==> src/fxdiv_pkg.sv <==
package fxdiv_pkg;

    // ************************************************************************
    // Widths and timing
    // ************************************************************************

    localparam int DATA_WIDTH     = 32;
    localparam int QUANTIZED_BITS = 10;                          // Fraction bits, Q22.10
    localparam int DIV_WIDTH      = DATA_WIDTH + QUANTIZED_BITS; // Scaled dividend
    localparam int COUNT_WIDTH    = $clog2(DIV_WIDTH + 1);
    localparam int LATENCY        = DIV_WIDTH + 4;               // Accept edge to valid_out

    // Quotient magnitude limits of the signed result range
    localparam logic [DIV_WIDTH-1:0] POS_LIMIT =
        (DIV_WIDTH'(1) << (DATA_WIDTH - 1)) - DIV_WIDTH'(1);
    localparam logic [DIV_WIDTH-1:0] NEG_LIMIT = DIV_WIDTH'(1) << (DATA_WIDTH - 1);

    // ************************************************************************
    // Types
    // ************************************************************************

    typedef enum logic [1:0] {
        idle,
        iterate,
        correct,
        finish
    } div_state_t;

    typedef enum logic [1:0] {
        res_normal,
        res_saturate,
        res_zero_div
    } result_kind_t;

endpackage

==> src/div_if.sv <==
`timescale 1ns/1ns

interface div_if;

    logic                                start;
    logic [fxdiv_pkg::DIV_WIDTH-1:0]     dividend_mag;     // Already scaled
    logic [fxdiv_pkg::DATA_WIDTH-1:0]    divisor_mag;
    logic                                negate_quotient;
    logic                                negate_remainder;

    logic                                done;
    logic [fxdiv_pkg::DIV_WIDTH-1:0]     quotient_mag;
    logic [fxdiv_pkg::DATA_WIDTH-1:0]    remainder_mag;

    modport prep (
        output start, dividend_mag, divisor_mag, negate_quotient, negate_remainder
    );

    modport core (
        input  start, dividend_mag, divisor_mag,
        output done, quotient_mag, remainder_mag
    );

    // Divisor is read here for the divide-by-zero check
    modport format (
        input done, quotient_mag, remainder_mag, divisor_mag,
        input negate_quotient, negate_remainder
    );

endinterface

==> src/operand_prep.sv <==
`timescale 1ns/1ns

module operand_prep (
    input  logic                                   clock,
    input  logic                                   reset,
    input  logic                                   valid_in,
    input  logic signed [fxdiv_pkg::DATA_WIDTH-1:0] dividend,
    input  logic signed [fxdiv_pkg::DATA_WIDTH-1:0] divisor,
    input  logic                                   valid_out,
    output logic                                   busy,
    div_if.prep                                    div_bus
);

    logic [fxdiv_pkg::DATA_WIDTH-1:0] dividend_abs;
    logic [fxdiv_pkg::DATA_WIDTH-1:0] divisor_abs;
    logic                             accept;

    // Most negative input maps to 2**(DATA_WIDTH-1), still fits unsigned
    assign dividend_abs = dividend[fxdiv_pkg::DATA_WIDTH-1] ?
                          fxdiv_pkg::DATA_WIDTH'(-dividend) :
                          fxdiv_pkg::DATA_WIDTH'(dividend);
    assign divisor_abs  = divisor[fxdiv_pkg::DATA_WIDTH-1] ?
                          fxdiv_pkg::DATA_WIDTH'(-divisor) :
                          fxdiv_pkg::DATA_WIDTH'(divisor);

    assign accept = valid_in && !busy; // Strobes while busy are dropped

    // ************************************************************************
    // Control
    // ************************************************************************

    always_ff @(posedge clock or posedge reset) begin
        if (reset) begin
            busy          <= 1'b0;
            div_bus.start <= 1'b0;
        end else begin
            div_bus.start <= accept;
            if (accept) begin
                busy <= 1'b1;
            end else if (valid_out) begin
                busy <= 1'b0;
            end
        end
    end

    // ************************************************************************
    // Operand capture
    // ************************************************************************

    always_ff @(posedge clock) begin
        if (accept) begin
            div_bus.dividend_mag <= fxdiv_pkg::DIV_WIDTH'(dividend_abs)
                                    << fxdiv_pkg::QUANTIZED_BITS;
            div_bus.divisor_mag  <= divisor_abs;
            div_bus.negate_quotient  <= dividend[fxdiv_pkg::DATA_WIDTH-1] ^
                                        divisor[fxdiv_pkg::DATA_WIDTH-1];
            div_bus.negate_remainder <= dividend[fxdiv_pkg::DATA_WIDTH-1];
        end
    end

endmodule

==> src/nonrestoring_divider.sv <==
`timescale 1ns/1ns

module nonrestoring_divider (
    input  logic clock,
    input  logic reset,
    div_if.core  div_bus
);

    fxdiv_pkg::div_state_t state, state_c;

    logic [fxdiv_pkg::COUNT_WIDTH-1:0]     count, count_c;
    logic signed [fxdiv_pkg::DATA_WIDTH+1:0] acc, acc_c;   // Partial remainder, 2 guard bits
    logic [fxdiv_pkg::DIV_WIDTH-1:0]       quo, quo_c;
    logic signed [fxdiv_pkg::DATA_WIDTH+1:0] shifted;
    logic signed [fxdiv_pkg::DATA_WIDTH+1:0] divisor_ext;

    assign divisor_ext = {2'b00, div_bus.divisor_mag};

    // ************************************************************************
    // State and data registers
    // ************************************************************************

    always_ff @(posedge clock or posedge reset) begin
        if (reset) begin
            state <= fxdiv_pkg::idle;
            count <= '0;
        end else begin
            state <= state_c;
            count <= count_c;
        end
    end

    always_ff @(posedge clock) begin
        acc <= acc_c;
        quo <= quo_c;
    end

    // ************************************************************************
    // Iteration
    // ************************************************************************

    always_comb begin
        state_c = state;
        count_c = count;
        acc_c   = acc;
        quo_c   = quo;
        shifted = '0;

        case (state)
            fxdiv_pkg::idle: begin
                if (div_bus.start) begin
                    acc_c   = '0;
                    quo_c   = div_bus.dividend_mag; // Dividend shifts out as quotient shifts in
                    count_c = '0;
                    state_c = fxdiv_pkg::iterate;
                end
            end

            fxdiv_pkg::iterate: begin
                shifted = {acc[fxdiv_pkg::DATA_WIDTH:0], quo[fxdiv_pkg::DIV_WIDTH-1]};
                if (acc[fxdiv_pkg::DATA_WIDTH+1]) begin
                    acc_c = shifted + divisor_ext;  // Negative remainder adds
                end else begin
                    acc_c = shifted - divisor_ext;
                end
                quo_c   = {quo[fxdiv_pkg::DIV_WIDTH-2:0], ~acc_c[fxdiv_pkg::DATA_WIDTH+1]};
                count_c = count + 1'b1;
                if (count == fxdiv_pkg::COUNT_WIDTH'(fxdiv_pkg::DIV_WIDTH - 1)) begin
                    state_c = fxdiv_pkg::correct;
                end
            end

            fxdiv_pkg::correct: begin
                if (acc[fxdiv_pkg::DATA_WIDTH+1]) begin
                    acc_c = acc + divisor_ext;      // Restore final remainder
                end
                state_c = fxdiv_pkg::finish;
            end

            fxdiv_pkg::finish: begin
                state_c = fxdiv_pkg::idle;
            end

            default: begin
                state_c = fxdiv_pkg::idle;
            end
        endcase
    end

    assign div_bus.done          = (state == fxdiv_pkg::finish);
    assign div_bus.quotient_mag  = quo;
    assign div_bus.remainder_mag = acc[fxdiv_pkg::DATA_WIDTH-1:0]; // Non-negative after correct

endmodule

==> src/result_format.sv <==
`timescale 1ns/1ns

module result_format (
    input  logic                                    clock,
    input  logic                                    reset,
    div_if.format                                   div_bus,
    output logic                                    valid_out,
    output logic signed [fxdiv_pkg::DATA_WIDTH-1:0] quotient,
    output logic signed [fxdiv_pkg::DATA_WIDTH-1:0] remainder,
    output logic                                    div_by_zero
);

    fxdiv_pkg::result_kind_t kind;

    logic [fxdiv_pkg::DATA_WIDTH-1:0] quo_low;
    logic [fxdiv_pkg::DATA_WIDTH-1:0] quo_next;
    logic [fxdiv_pkg::DATA_WIDTH-1:0] rem_next;
    logic [fxdiv_pkg::DATA_WIDTH-1:0] sat_value;

    assign quo_low   = div_bus.quotient_mag[fxdiv_pkg::DATA_WIDTH-1:0];
    assign sat_value = div_bus.negate_quotient ?
                       {1'b1, {(fxdiv_pkg::DATA_WIDTH-1){1'b0}}} :
                       {1'b0, {(fxdiv_pkg::DATA_WIDTH-1){1'b1}}};

    always_comb begin
        if (div_bus.divisor_mag == '0) begin
            kind = fxdiv_pkg::res_zero_div;
        end else if (div_bus.negate_quotient ?
                     div_bus.quotient_mag > fxdiv_pkg::NEG_LIMIT :
                     div_bus.quotient_mag > fxdiv_pkg::POS_LIMIT) begin
            kind = fxdiv_pkg::res_saturate;
        end else begin
            kind = fxdiv_pkg::res_normal;
        end

        case (kind)
            fxdiv_pkg::res_normal: quo_next = div_bus.negate_quotient ? -quo_low : quo_low;
            default:               quo_next = sat_value;
        endcase

        if (kind == fxdiv_pkg::res_zero_div) begin
            rem_next = '0;
        end else begin
            rem_next = div_bus.negate_remainder ? -div_bus.remainder_mag : div_bus.remainder_mag;
        end
    end

    // ************************************************************************
    // Output registers, held until the next result
    // ************************************************************************

    always_ff @(posedge clock or posedge reset) begin
        if (reset) begin
            valid_out   <= 1'b0;
            quotient    <= '0;
            remainder   <= '0;
            div_by_zero <= 1'b0;
        end else begin
            valid_out <= div_bus.done;
            if (div_bus.done) begin
                quotient    <= quo_next;
                remainder   <= rem_next;
                div_by_zero <= (kind == fxdiv_pkg::res_zero_div);
            end
        end
    end

endmodule

==> src/fxdiv_top.sv <==
`timescale 1ns/1ns

module fxdiv_top (
    input  logic                                    clock,
    input  logic                                    reset,
    input  logic                                    valid_in,
    input  logic signed [fxdiv_pkg::DATA_WIDTH-1:0] dividend,
    input  logic signed [fxdiv_pkg::DATA_WIDTH-1:0] divisor,
    output logic                                    busy,
    output logic                                    valid_out,
    output logic signed [fxdiv_pkg::DATA_WIDTH-1:0] quotient,
    output logic signed [fxdiv_pkg::DATA_WIDTH-1:0] remainder,
    output logic                                    div_by_zero
);

    // ************************************************************************
    // Prep -> core -> format, one division in flight
    // ************************************************************************

    div_if div_bus ();

    operand_prep prep0 (
        .clock     (clock),
        .reset     (reset),
        .valid_in  (valid_in),
        .dividend  (dividend),
        .divisor   (divisor),
        .valid_out (valid_out),      // Ends the busy window
        .busy      (busy),
        .div_bus   (div_bus.prep)
    );

    nonrestoring_divider core0 (
        .clock   (clock),
        .reset   (reset),
        .div_bus (div_bus.core)
    );

    result_format format0 (
        .clock       (clock),
        .reset       (reset),
        .div_bus     (div_bus.format),
        .valid_out   (valid_out),
        .quotient    (quotient),
        .remainder   (remainder),
        .div_by_zero (div_by_zero)
    );

endmodule

==> config.mk <==
export PLATFORM = sky130hd
export DESIGN_NAME = fxdiv_top
export DESIGN_NICKNAME = d
export VERILOG_FILES = /design/src/fxdiv_pkg.sv /design/src/div_if.sv /design/src/operand_prep.sv /design/src/nonrestoring_divider.sv /design/src/result_format.sv /design/src/fxdiv_top.sv
export SDC_FILE = /design/constraint.sdc
export NUM_CORES = 1
export LEC_CHECK = 0
export ABC_AREA = 1
export BUFFER_PORTS_ARGS = -buffer_cell sky130_fd_sc_hd__buf_2
export CAP_MARGIN = 25
export CORE_ASPECT_RATIO = 1.75
export CORE_MARGIN = 5
export CORE_UTILIZATION = 40
export CTS_CLUSTER_DIAMETER = 120
export DETAILED_ROUTE_END_ITERATION = 16
export PLACE_DENSITY = 0.65
export SYNTH_ARGS = -nofsm -noshare
export SYNTH_HDL_FRONTEND = slang
export SYNTH_SLANG_ARGS = --single-unit
export TNS_END_PERCENT = 10
==> constraint.sdc <==
create_clock -name clock -period 5 [get_ports clock]
set_input_delay 0.25 -clock clock [delete_from_list [all_inputs] [get_ports clock]]
set_output_delay 0.25 -clock clock [all_outputs]
set_load 0.1 [all_outputs]
Yosys cells after proc, flatten, opt, wreduce, memory -nomap -nowiden
Cells that the tools add are included.
{"block": "totals", "ff_bits": 218, "out_inout_bits": 67, "elab_cells": 73}
{"block": "op_classes", "add_sub_neg": 8, "n_lt_le_gt_ge": 2, "eq_ne": 8, "mux": 24, "bitwise_logic": 2, "n_reduce_logical": 12}
{"operator": "2-to-1 mux 32 bit", "n": 5}
{"operator": "2-to-1 mux 34 bit", "n": 4}
{"operator": "negation 32 bit", "n": 4}
{"operator": "one-hot mux 34 bit (3 select lines)", "n": 1}
{"operator": "one-hot mux 42 bit (2 select lines)", "n": 1}
{"operator": "adder 34 x 33 -> 34 bit", "n": 2}
{"operator": "2-to-1 mux 31 bit", "n": 2}
{"operator": "> comparator 42 x 31 -> 1 bit, second input constant", "n": 1}
{"operator": "> comparator 42 x 32 -> 1 bit, second input constant", "n": 1}
{"operator": "2-to-1 mux 42 bit", "n": 1}
{"operator": "subtractor 34 x 33 -> 34 bit", "n": 1}
{"operator": "zero test 32 bit", "n": 1}
{"operator": "one-hot mux 6 bit (2 select lines)", "n": 1}
{"operator": "one-hot mux 2 bit (4 select lines)", "n": 1}
{"operator": "adder 6 x 1 -> 6 bit, second input constant", "n": 1}
{"operator": "equality test 2 bit, second input constant", "n": 3}
{"operator": "equality test 6 bit, second input constant", "n": 1}
{"operator": "2-to-1 mux 2 bit", "n": 3}
{"operator": "2-to-1 mux 6 bit", "n": 1}
{"operator": "AND reduction 2 bit", "n": 3}
{"operator": "zero test 2 bit", "n": 2}
{"operator": "2-to-1 mux 1 bit", "n": 4}
{"operator": "!= test 2 x 1 -> 1 bit, second input constant", "n": 2}
{"operator": "nonzero test 2 bit", "n": 2}
{"operator": "8 further kinds", "n": 8}

Longest topological paths before layout
Gate-level depths: netlist (run 1).
{"block": "logic_depth", "word_depth": 6, "depth_mapped": 21}

Cells and area by module
Synthesis (run 1) repeated with hierarchy kept, for this count alone.
{"block": "hier_totals", "hier_cells": 2705, "area_unflattened_um2": 18313.8}
{"mod": "nonrestoring_divider", "n_inst": 1, "cells_per_inst": 1482, "area_per_inst_um2": 9399.0}
{"mod": "result_format", "n_inst": 1, "cells_per_inst": 692, "area_per_inst_um2": 4707.0}
{"mod": "operand_prep", "n_inst": 1, "cells_per_inst": 531, "area_per_inst_um2": 4207.8}

Least setup slack after synthesis (run 1)
Ideal clock, no wire load.
{"block": "synth_path", "kind": "reg-to-reg", "start": "register core0.state[0]", "end": "register core0.acc[0] (netlist bit) (enable)", "arrival_ns": 3.592, "setup_slack_ns": 0.934, "path_stages_with_launch": 5, "synth_period_minus_slack_ns": 4.066, "path_cell_list": "dfrtp_1 -> ha_1 -> clkbuf_1 -> clkbuf_1 -> a211oi_1"}
{"block": "synth_via", "elab_chain_cells": 3}
{"item": "from (decl)", "line_no": "nonrestoring_divider.sv:9", "text": "fxdiv_pkg::div_state_t state, state_c;"}
{"item": "from (signal assigned)", "line_no": "nonrestoring_divider.sv:25", "text": "state <= fxdiv_pkg::idle;"}
{"item": "from (signal assigned)", "line_no": "nonrestoring_divider.sv:28", "text": "state <= state_c;"}
{"item": "equality test 2 bit, or another cell as far along", "line_no": "nonrestoring_divider.sv:49", "text": "case (state)"}
{"item": "!= test 2 x 1 -> 1 bit (no source line), or another cell as far along"}
{"item": "AND reduction 3 bit (no source line) (*)"}
{"item": "to (signal assigned)", "line_no": "nonrestoring_divider.sv:34", "text": "acc <= acc_c;"}
{"item": "to (decl)", "line_no": "nonrestoring_divider.sv:12", "text": "logic signed [fxdiv_pkg::DATA_WIDTH+1:0] acc, acc_c;"}
Mark *: on every way between the ends. The rest lies on a longest branch, timed or not.
A chain may end at the register's enable or synchronous reset.

Worst setup path after layout (run 1)
{"block": "layout_path", "start": "register prep0.div_bus.divisor_mag[1]", "end": "register core0.acc[33] (netlist bit), data pin"}
{"block": "layout_via", "elab_chain_cells": 4}
{"item": "from (decl)", "line_no": "div_if.sv:16", "text": "output start, dividend_mag, divisor_mag, negate_quotient, negate_remainder"}
{"item": "from (signal assigned)", "line_no": "operand_prep.sv:54", "text": "div_bus.divisor_mag <= divisor_abs;"}
{"item": "subtractor 34 x 33 -> 34 bit / adder 34 x 33 -> 34 bit (equally long branches)", "line_no": "nonrestoring_divider.sv:64, nonrestoring_divider.sv:62"}
{"item": "2-to-1 mux 34 bit", "line_no": "nonrestoring_divider.sv:61", "text": "if (acc[fxdiv_pkg::DATA_WIDTH+1]) begin"}
{"item": "2-to-1 mux 34 bit", "line_no": "nonrestoring_divider.sv:49"}
{"item": "one-hot mux 34 bit (3 select lines) (*)", "line_no": "nonrestoring_divider.sv:49"}
{"item": "net core0.acc_c, one bit", "line_no": "nonrestoring_divider.sv:12"}
The timed path passes the listed nets; every way through them passes the cells marked *. The select of a mux whose other input is x is not followed.

==> results of run 1 <==
-- timing repair --
item,in CTS,in global routing
hold buffers,4,0
endpoints found under the hold margin,13,0
setup endpoints to repair,0,0
-- flip-flops by register name (all words and copies together) (netlist names), 2 cells and up --
name,flops
prep0.div_bus.dividend_mag,32
core0.div_bus.quotient_mag,42
core0.count,6
format0.remainder,32
core0.acc,34
format0.quotient,32
prep0.div_bus.divisor_mag,32
core0.state,2
-- power groups by stage --
stage	clock (mW)	sequential, mW	combinational, mW
2_1_floorplan	0	1.96	0.0874
3_3_place_gp	0	1.96	0.151
5_1_grt	1.90	1.92	0.176
6_report	1.80	1.92	0.156
4_1_cts	1.84	1.92	0.158
3_5_place_dp	0	1.96	0.155
-- placed cells by master, fill, tap and decap left out, types with 12 or more instances in the layout --
master and instances:
nand2_1 678, inv_1 291, nor2_1 276, nand3_1 154
a21oi_1 149, edfxtp_1 142, buf_2 133, o21ai_0 122
xor2_1 92, ha_1 76, dfrtp_1 76, o21ai_1 49
xnor2_1 42, nor3_1 37, clkbuf_16 25, nand4_1 24
inv_2 17, o21ai_2 14, buf_4 14, nand3b_1 12
-- path summary, 6_finish.rpt --
| kind | slack [ns] | endpoint |
|---|---|---|
| worst min-delay path | 0.03 | prep0.div_bus.divisor_mag[15]$_DFFE_PP_ |
| worst max-delay path | 1.05 | core0.acc[33]$_DFFE_PP_ |
| worst max register to register | 1.05 | core0.acc[33]$_DFFE_PP_ |
| worst min register to register | 0.46 | prep0.busy$_DFFE_PP0P_ |
| min in group asynchronous | 0.16 | format0.remainder[0]$_DFFE_PP0P_ |
| max in group asynchronous | 3.72 | format0.quotient[25]$_DFFE_PP0P_ |
-- layout make-up --
type                    instances  area share
clock inverters                13     0.00705
multi-input cells            1811       0.491
well taps                     555      0.0366
flip-flops and latches        218       0.325
inverters                     313      0.0620
repair buffers                152      0.0442
clock buffers                  28      0.0346
-- metal layers --
layer	up-vias	wire length [um]
met3	191	2630
li1	8051	-
met2	503	30700
met4	0	4510
met5	-	0
met1	7443	19300
-- critical path, cell delays in order (launching register included) --
cell	delay, ns
edfxtp_1	0.49
inv_1	0.10
ha_1	0.19
nand4_1	0.15
nor2_1	0.24
nand2_1	0.16
nor2_1	0.32
nor2_1	0.09
xor2_1	0.15
ha_1	0.36
nand2_1	0.11
nor2_1	0.18
inv_1	0.14
nor3_1	0.32
nand2_1	0.09
nand2_1	0.17
nand2_1	0.10
nand2_1	0.06
nand2_1	0.06
nand3_1	0.09
a21oi_1	0.09
-- stage by stage --
step | total power, mW | instances | hold WS (ns) | worst slack (ns) | instance area [sq um]
4_1_cts | 3.92 | 3089 | 0.00759 | 1.08 | 19000
2_1_floorplan | 2.05 | 2393 | 0.349 | 0.934 | 16900
3_5_place_dp | 2.11 | 3044 | 0.169 | 1.09 | 18100
5_1_grt | 4.00 | 3090 | 0.0339 | 0.577 | 19000
6_report | 3.88 | 3090 | 0.0282 | 1.05 | 19000
3_3_place_gp | 2.11 | 3044 | 0.160 | 1.13 | 18100
-- kinds of logic (layout without fill, tap and decap cells) --
| kind of cell | after synthesis | in the layout |
|---|---|---|
| buffers and inverters | 364 | 506 |
| XOR/XNOR | 134 | 134 |
| AND/OR/NAND/NOR | 1226 | 1226 |
| adder cells (fa/ha/maj) | 78 | 78 |
| AO/OA/AOI/OAI | 373 | 373 |
| flip-flops | 218 | 218 |
==> impl_metrics.csv, run 1 <==
group,metric,value,unit
run_status,outcome,"complete, no violations",
global_routing,global_route.usage.met2,0.468,
place,routabilityCongestion,1.07,
worst_setup_path,regToRegStartpoint,"prep0.div_bus.divisor_mag[1]$_DFFE_PP_",
final_layout,fin_util,0.455,
worst_setup_path,cp_max_fo,5,
final_layout,fillCellCount,4314,
clock_network,clk_pin_slew,0.07,ns
logic_synthesis,synthArstFlopShare,0.349,
worst_setup_path,r2r_cells,20,
sta,fin_crit_sh,0.791,
logic_synthesis,syn_area_per_cell,7.05,sq um
sta,drv_slew,0,
logic_synthesis,synth_area_leaders,"edfxtp_1, nand2_1, dfrtp_1",
floorplanning,die_w,165,um
logic_synthesis,synth-warning-count,0,
logic_synthesis,yosys.area_share.xor_xnor,0.0695,
logic_synthesis,yosysMostFrequentCell,"nand2_1",
worst_setup_path,arrival,4.21,ns
clock_network,ctsRootBufferMaster,"clkbuf_16",
power_and_ir_drop,internal-power,3.03,mW
clock_network,clk_latency,0.54,ns
logic_synthesis,synthSimpleGateAreaFrac,0.303,
route,drt_iter0_markers,868,
logic_synthesis,synth_top_family_by_area,"simple AND/OR/NAND/NOR gates",
route,num_vias,16200,
floorplanning,core,41700,sq um
power_and_ir_drop,clkPwrFrac,0.465,
final_layout,regArea,6170,sq um
floorplanning,start_util,0.404,
clock_network,cts_tree,"yes",
global_routing,grt_antenna_before_repair,0,
power_and_ir_drop,seqPwrFrac,0.495,
min_path,hold_depth,3,
global_routing,use_met3,0.0230,
logic_synthesis,synth_top_area_share,0.253,
sta,hold_viol,0,
place,dp_hpwl,46.7,mm
final_layout,multi_input_comb_area,9310,sq um
place,io_buffers,133,
power_and_ir_drop,power_switching,853,uW
global_routing,grt.met1_usage,0.236,
logic_synthesis,synth.area.mux_share,0,
logic_synthesis,syn_area,16900,sq um
route,first_pass_iters,5,
sta,worstMarginPinSlew,0.986,ns
power_and_ir_drop,vdd_drop_max,212,uV
logic_synthesis,synth_top_area_cell,"edfxtp_1",
final_layout,synthToLayoutAreaGrowth,12.5,%
worst_setup_path,cp-startpoint,"prep0.div_bus.divisor_mag[1]$_DFFE_PP_",
logic_synthesis,syn-num-nets,2538,
sta,timing.slew.headroom,0.341,
global_routing,grt.total_usage,0.243,
run,maxCapViolations,0,
logic_synthesis,synth_compound_area_frac,0.120,
global_routing,grt_overflow,0,
worst_setup_path,setup.worst_path.start_class,"flip-flop",
logic_synthesis,ys_types,48,
floorplanning,dieArea,46600,sq um
logic_synthesis,synth_edf_count,142,
sta,final.setup.tns,0,ns
route,drt-vias-per-instance,5.24,
final_layout,final_nets,2664,
logic_synthesis,synth_cells,2393,
global_routing,busiest_layer,"met2",
power_and_ir_drop,power.leakage,8.75,nW
clock_network,post_cts_buffers,0,
min_path,hold_start,"divisor[15]",
logic_synthesis,ys_ff_latch,218,
clock_network,cts_buffer_depth,3,
logic_synthesis,ys.flop_type,"edfxtp_1",
logic_synthesis,synthTopCellsByCount,"nand2_1, inv_1, nor2_1",
sta,rsz0062_at_grt,"no",
global_routing,grt_max_degree,69,
logic_synthesis,seq_area_frac_synth,0.365,
sta,setup-violations-final,0,
worst_setup_path,crit_required,5.26,ns
global_routing,grt_pass1_wl,87.0,mm
sta,fmax,253,MHz
worst_setup_path,worst_setup_path_end_kind,"flip-flop",
min_path,hp-class,"input port to flip-flop",
worst_setup_path,critical_path_class,"flip-flop to flip-flop",
sta,clock_skew,0.0221,ns
sta,min_period,3.95,ns
global_routing,grt_pass1_vias,16300,
power_and_ir_drop,pwr_density_cell,204,nW/um^2
clock_network,cts_resized,0,
floorplanning,chipHeight,282,um
clock_network,h-tree-depth,1,
clock_network,cts_sinks,218,
power_and_ir_drop,combPwrFrac,0.040,
route,wl_per_cell,18.5,um
final_layout,drive_gt1_frac,0.0990,
power_and_ir_drop,p_sw_frac,0.220,
route,drc_errors,0,
clock_network,numCtsBuffers,23,
logic_synthesis,synth_fa_ha_area_frac,0.0587,
route,drt_wl_total,57.1,mm
final_layout,antennaDiodeCount,0,
floorplanning,ios,134,
floorplanning,rows,99,
route,antenna_left,0,
(Power assumes the default switching activity.)
==> inputs of run 2 (changes only) <==
ABC_AREA = 0   (was 1)
PLACE_DENSITY = 0.68   (was 0.65)
clock period = 3.4 ns   (was 5 ns; I/O delays follow)
==> run 2 against run 1 <==
Net effect: the run now ends with setup timing left; register-to-register slack worse by 1.7 ns; die area decreased by 11%; clock skew is 0.0051 ns higher; hold slack lost 0.0045 ns; maximum frequency decreased by 3.4%; routed wire length fell by 23%; clock power increased by 38%; critical path type unchanged; critical endpoint is now core0.acc[32]$_DFFE_PP_; largest cell class unchanged; largest power group is now combinational logic.
==> impl_metrics.csv, run 2 <==
group,metric,value,unit
sta,drv_slew,0,
clock_network,cts_sinks,218,
sta,fin_crit_sh,1.20,
power_and_ir_drop,power.leakage,7.86,nW
worst_setup_path,max_stage_delay,0.54,ns
route,drc_errors,0,
logic_synthesis,synth_fa_ha_area_frac,0.0664,
worst_setup_path,crit_required,3.67,ns
route,drt_iter0_markers,685,
logic_synthesis,synthArstFlopShare,0.349,
global_routing,grt.total_usage,0.205,
final_layout,drive_gt1_frac,0.259,
logic_synthesis,synth_cells,1530,
worst_setup_path,cp_max_fo,4,
logic_synthesis,synth_edf_count,142,
logic_synthesis,ys_types,74,
power_and_ir_drop,vdd_drop_max,488,uV
global_routing,grt_antenna_before_repair,3,
sta,worstMarginPinSlew,0.905,ns
final_layout,layoutNonFillerInstCount,2400,
final_layout,largest_reg_flops,42,
min_path,hold_depth,2,
global_routing,busiest_layer,"met2",
run,maxCapViolations,0,
sta,final.setup.worst_slack,-0.694,ns
logic_synthesis,synthSimpleGateAreaFrac,0.151,
sta,fmax,244,MHz
run_status,violations,"setup timing",
power_and_ir_drop,p_total,21.9,mW
run_status,outcome,"finished with violations",
sta,setup-violations-final,21,
logic_synthesis,synth_top_area_cell,"edfxtp_1",
sta,fin_hold_ws,0.0237,ns
route,num_vias,13400,
route,drt_wl_total,43.8,mm
place,routabilityCongestion,0.961,
floorplanning,rows,93,
worst_setup_path,r2r_slack,-0.69,ns
global_routing,grt_pass1_wl,68.7,mm
place,dp_cells,2284,
clock_network,numCtsBuffers,23,
global_routing,use_met3,0.0176,
floorplanning,die_w,156,um
global_routing,global_route.usage.met2,0.399,
place,dp_hpwl,34.2,mm
logic_synthesis,synth_top_family_by_area,"compound AO/OA/AOI/OAI gates",
floorplanning,start_util,0.404,
logic_synthesis,synthTopCellsByCount,"edfxtp_1, xnor2_1, nor2_1",
route,first_pass_iters,5,
place,io_buffers,133,
route,drt-vias-per-instance,5.59,
logic_synthesis,ys.flop_type,"edfxtp_1",
floorplanning,core,36900,sq um
clock_network,clk_latency,0.53,ns
logic_synthesis,synth_area_leaders,"edfxtp_1, dfrtp_1, xnor2_1",
logic_synthesis,yosysMostFrequentCell,"edfxtp_1",
worst_setup_path,arrival,4.37,ns
min_path,hp-class,"input port to flip-flop",
clock_network,ctsRootBufferMaster,"clkbuf_16",
floorplanning,dieArea,41400,sq um
power_and_ir_drop,pwr_density_cell,1130,nW/um^2
clock_network,clk_pin_slew,0.07,ns
global_routing,grt_max_degree,68,
sta,min_period,4.09,ns
route,antenna_left,0,
worst_setup_path,crit_path_cell_trace,"or4_4 > or3_4 > nor3_2 > buf_4 > buf_6 > a21oi_2 > xor2_1 > ha_1 > buf_6 > nand3_4 > nor2_2 > a221oi_2 > o21ai_2 > a21o_1 > and4_4 > a221oi_4 > xor2_1 > o22ai_1",
final_layout,most-common-layout-cells,"buf_4, edfxtp_1, buf_2",
global_routing,grt_pass1_vias,13500,
floorplanning,ios,134,
logic_synthesis,syn_area_per_cell,9.75,sq um
logic_synthesis,synth_compound_area_frac,0.204,
worst_setup_path,setup.worst_path.start_class,"flip-flop",
logic_synthesis,seq_area_frac_synth,0.413,
global_routing,grt_overflow,0,
worst_setup_path,critical_path_class,"flip-flop to flip-flop",
final_layout,layout_commonest_cell,"buf_4",
clock_network,cts_tree,"yes",
logic_synthesis,ys_ff_latch,218,
final_layout,final_nets,2051,
sta,hold_viol,0,
sta,timing.slew.headroom,0.397,
logic_synthesis,syn_area,14900,sq um
logic_synthesis,synth.area.mux_share,0.0277,
sta,clock_skew,0.0272,ns
final_layout,fin_util,0.524,
final_layout,synthToLayoutAreaGrowth,29.5,%
clock_network,h-tree-depth,1,
clock_network,cts_buffer_depth,3,
worst_setup_path,worst_setup_path_end_kind,"flip-flop",
logic_synthesis,synth-warning-count,0,
worst_setup_path,cp_slowest_cell,"or4_4",
logic_synthesis,syn-num-nets,1675,
sta,rsz0062_at_grt,"yes",
logic_synthesis,synth_top_area_share,0.286,
floorplanning,chipHeight,265,um
worst_setup_path,r2r_cells,18,
global_routing,grt.met1_usage,0.217,
route,wl_per_cell,18.2,um
logic_synthesis,yosys.area_share.xor_xnor,0.106,
## run 2: changes by cell type after synthesis, moves of 21 or more
| cell | change |
|---|---|
| a21o_1 | +39 |
| a21oi_1 | -52 |
| inv_1 | -234 |
| mux2_2 | +34 |
| nand2_1 | -581 |
| nand3_1 | -120 |
| nor2_1 | -177 |
| nor2b_1 | +29 |
| o21ai_0 | -70 |
| o2bb2ai_1 | +27 |
| or3_1 | +27 |
| or4_1 | +21 |
| xnor2_1 | +76 |
| xor2_1 | -30 |
## run 2: cell type report
class | count | area [sq um]
fillers | 3272 | 17600
multi-input cells | 1188 | 8600
flip-flops and latches | 218 | 6170
repair buffers | 414 | 2990
clock buffers | 30 | 654
well taps | 475 | 594
inverters | 61 | 230
clock inverters | 11 | 80.1
diodes | 3 | 7.51
## run 2: metal layers
metal	part of all wire	vias up
met5	0	-
met4	0.049	0
met3	0.045	117
met2	0.55	375
met1	0.36	6439
li1	-	6484
## run 2: repair_timing
item | in CTS | in global routing
setup buffers | 7 | 8
pin swaps | 32 | 30
gates resized for setup | 42 | 35
setup endpoints to repair | 23 | 35
hold endpoints to repair | 101 | 0
hold buffers | 58 | 0
gates cloned | 0 | 0
## run 2: stage by stage
step	TNS, ns	setup slack, ns	area (sq um)
after floorplan	-22.75	-0.896	14900
final	-8.71	-0.694	19300
after CTS	-8.68	-0.691	19100
after global placement	-10.80	-0.914	17600
after global routing	-12.25	-0.819	19300
after detailed placement	-11.56	-0.967	17600
## run 2: path summary, 6_finish.rpt
path | from | to
max | prep0.div_bus.divisor_mag[6]$_DFFE_PP_ | core0.acc[32]$_DFFE_PP_
min | dividend[18] | prep0.div_bus.dividend_mag[28]$_DFFE_PP_
max reg2reg | prep0.div_bus.divisor_mag[6]$_DFFE_PP_ | core0.acc[32]$_DFFE_PP_
min in group asynchronous | reset | format0.remainder[29]$_DFFE_PP0P_
min reg2reg | format0.valid_out$_DFF_PP0_ | prep0.busy$_DFFE_PP0P_
max in group asynchronous | reset | format0.quotient[26]$_DFFE_PP0P_
## run 2: power breakdown
part           switching (mW)  total [mW]  internal [mW]
Combinational            8.75        14.3           5.54
Sequential              0.914        5.16           4.25
Clock                    1.11        2.49           1.38
## run 2: cell families after synthesis
family,after synthesis
AOI/OAI and AO/OA,457
xor gates and xnor gates,180
DFF,218
buffers and inverters,124
and+or+nand+nor,436
adders and majority gates,78
muxes,37
## run 2: critical path: cells and delay by family (launching register included)
family,cells,cell delay (ns)
and+or+nand+nor,6,1.41
AOI/OAI and AO/OA,6,1.01
buffers and inverters,3,0.41
DFF,1,0.38
xor gates and xnor gates,2,0.33
adders and majority gates,1,0.33
==> inputs of run 3 (changes only) <==
CORE_UTILIZATION = 59   (was 40)
PLACE_DENSITY = 0.87   (was 0.68)
clock period = 5.2 ns   (was 3.4 ns; I/O delays follow)
==> run 3 against run 2 <==
Net effect: the flow now finishes without violations; design area shrank 14%; critical path depth decreased by 2; via count fell by 5.3%; utilization rose by 14 points; clock skew is 0.0030 ns lower; global-route usage up 6.2 points; sequential share of layout area grew 5.1 points; sequential cell count unchanged; critical path type unchanged.
==> impl_metrics.csv, run 3 (synthesized netlist as in run 2, its figures left out) <==
group,metric,value,unit
worst_setup_path,regToRegStartpoint,"prep0.div_bus.divisor_mag[6]$_DFFE_PP_",
worst_setup_path,crit_end,"core0.acc[32]$_DFFE_PP_",
worst_setup_path,cp-startpoint,"prep0.div_bus.divisor_mag[6]$_DFFE_PP_",
floorplanning,rows,77,
place,io_buffers,133,
worst_setup_path,crit_path_cell_trace,"or4_1 > or3_1 > nor3_2 > a21o_1 > o21ai_1 > xor2_1 > ha_1 > a21o_1 > a21o_1 > a21oi_1 > o21ai_0 > a21o_1 > and4_1 > a221oi_1 > xor2_1 > o22ai_1",
sta,fmax,213,MHz
final_layout,largest_reg_flops,42,
worst_setup_path,arrival,4.93,ns
sta,clock_skew,0.0242,ns
worst_setup_path,crit_path_frequent_cell,"a21o_1",
worst_setup_path,max_stage_delay,0.59,ns
sta,min_period,4.69,ns
global_routing,grt_overflow,0,
final_layout,drive_gt1_frac,0.144,
global_routing,grt_pass1_vias,12700,
place,routabilityCongestion,0.941,
floorplanning,dieArea,28700,sq um
route,drt-vias-per-instance,6.42,
clock_network,cts_buffer_depth,3,
worst_setup_path,r2r_slack,0.51,ns
worst_setup_path,cp_max_fo,7,
clock_network,clk_latency,0.52,ns
clock_network,h-tree-depth,1,
run_status,outcome,"complete, no violations",
worst_setup_path,rr_endpoint,"core0.acc[32]$_DFFE_PP_",
worst_setup_path,critical_path_class,"flip-flop to flip-flop",
sta,setup-violations-final,0,
clock_network,ctsRootBufferMaster,"clkbuf_16",
clock_network,cts_sinks,218,
sta,fin_crit_sh,0.902,
sta,rsz0062_at_grt,"no",
global_routing,grt_antenna_before_repair,3,
route,wl_per_cell,19.8,um
final_layout,fin_util,0.663,
global_routing,grt_max_degree,77,
worst_setup_path,crit_required,5.44,ns
route,drc_errors,0,
worst_setup_path,setup.worst_path.start_class,"flip-flop",
clock_network,clk_pin_slew,0.07,ns
run,maxCapViolations,0,
final_layout,layout_commonest_cell,"edfxtp_1",
final_layout,synthToLayoutAreaGrowth,11.7,%
floorplanning,chipHeight,220,um
route,drt_wl_total,39.1,mm
sta,hold_viol,0,
sta,timing.slew.headroom,0.286,
final_layout,final_nets,1791,
floorplanning,core,25100,sq um
route,drt_iter0_markers,870,
floorplanning,ios,134,
floorplanning,start_util,0.593,
global_routing,grt_pass1_wl,61.9,mm
final_layout,most-common-layout-cells,"edfxtp_1, buf_2, xnor2_1",
route,num_vias,12700,
sta,drv_slew,0,
sta,final.setup.tns,0,ns
clock_network,numCtsBuffers,21,
worst_setup_path,cp_slowest_cell,"or4_1",
sta,worstMarginPinSlew,1.07,ns
clock_network,cts_tree,"yes",
route,first_pass_iters,5,
clock_network,post_cts_buffers,0,
worst_setup_path,worst_setup_path_end_kind,"flip-flop",
floorplanning,die_w,130,um
global_routing,grt.total_usage,0.267,
min_path,hp-class,"input port to flip-flop",
route,antenna_left,0,
place,dp_hpwl,29.7,mm
worst_setup_path,r2r_cells,16,
==> run 3: changes by cell type in the layout (fill, tap and decap cells not counted), sizes merged <==
cell         previous run  this run
buf                   356       153
dlygate4sd3            58         3
inv                    65        61
bufinv                  0         3
clkbuf                 30        27
clkinv                  6         7
clkinvlp                1         0
==> run 3: critical path: cells and delay by family (launching register included) <==
kind,cells,cell delay [ns]
xor gates and xnor gates,2,0.34
and+or+nand+nor,4,1.61
AOI/OAI and AO/OA,9,1.63
DFF,1,0.47
adders and majority gates,1,0.38
==> run 3: final cells by class <==
cell class | instances | area [sq um]
Antenna cell | 3 | 7.51
Clock buffer | 27 | 558
Clock inverter | 10 | 129
Fill cell | 2007 | 8480
Inverter | 61 | 230
Multi-Input combinational cell | 1188 | 8310
Sequential cell | 218 | 6170
Tap cell | 316 | 395
Timing Repair Buffer | 156 | 878
==> run 3: layer usage <==
metal  global-route usage  routed length (um)  vias to the layer above
met2                0.508               21300                      517
met1                0.286               13800                     6099
met4                0.137                1870                        0
met3               0.0217                2200                      116
li1                     -                   -                     5971
met5                    0                   0                        -
==> run 3: how the worst min path moves through the flow <==
stage | startpoint | endpoint | slack (ns) | cells after the start
after floorplan | dividend[0] | prep0.div_bus.dividend_mag[10]$_DFFE_PP_ | 0.36 | 0
after global routing | valid_in | prep0.busy$_DFFE_PP0P_ | 0.05 | 3
after CTS | valid_in | prep0.busy$_DFFE_PP0P_ | 0.009 | 3
after detailed placement | format0.valid_out$_DFF_PP0_ | prep0.busy$_DFFE_PP0P_ | 0.44 | 1
final | valid_in | prep0.busy$_DFFE_PP0P_ | 0.02 | 3
after global placement | format0.valid_out$_DFF_PP0_ | prep0.busy$_DFFE_PP0P_ | 0.43 | 1
==> run 3: repair_timing <==
| action | CTS | global route |
|---|---|---|
| endpoints found under the setup margin | 0 | 1 |
| resized for setup | 0 | 2 |
| hold buffers | 2 | 1 |
| endpoints found under the hold margin | 2 | 30 |
==> run 3: metrics by stage <==
stage | cell area, sq um | hold slack (ns) | std cells | worst slack, ns
global placement | 15900 | 0.428 | 1934 | 0.485
CTS | 16600 | 0.00916 | 1973 | 0.363
finish | 16700 | 0.0202 | 1979 | 0.512
global route | 16700 | 0.0519 | 1979 | 0.233
floorplan | 14900 | 0.359 | 1530 | 0.853
detailed placement | 15900 | 0.439 | 1934 | 0.340
Power of run 3 is not shown: default switching activity piles up to over one toggle a cycle in this logic, so the estimate is an artifact.
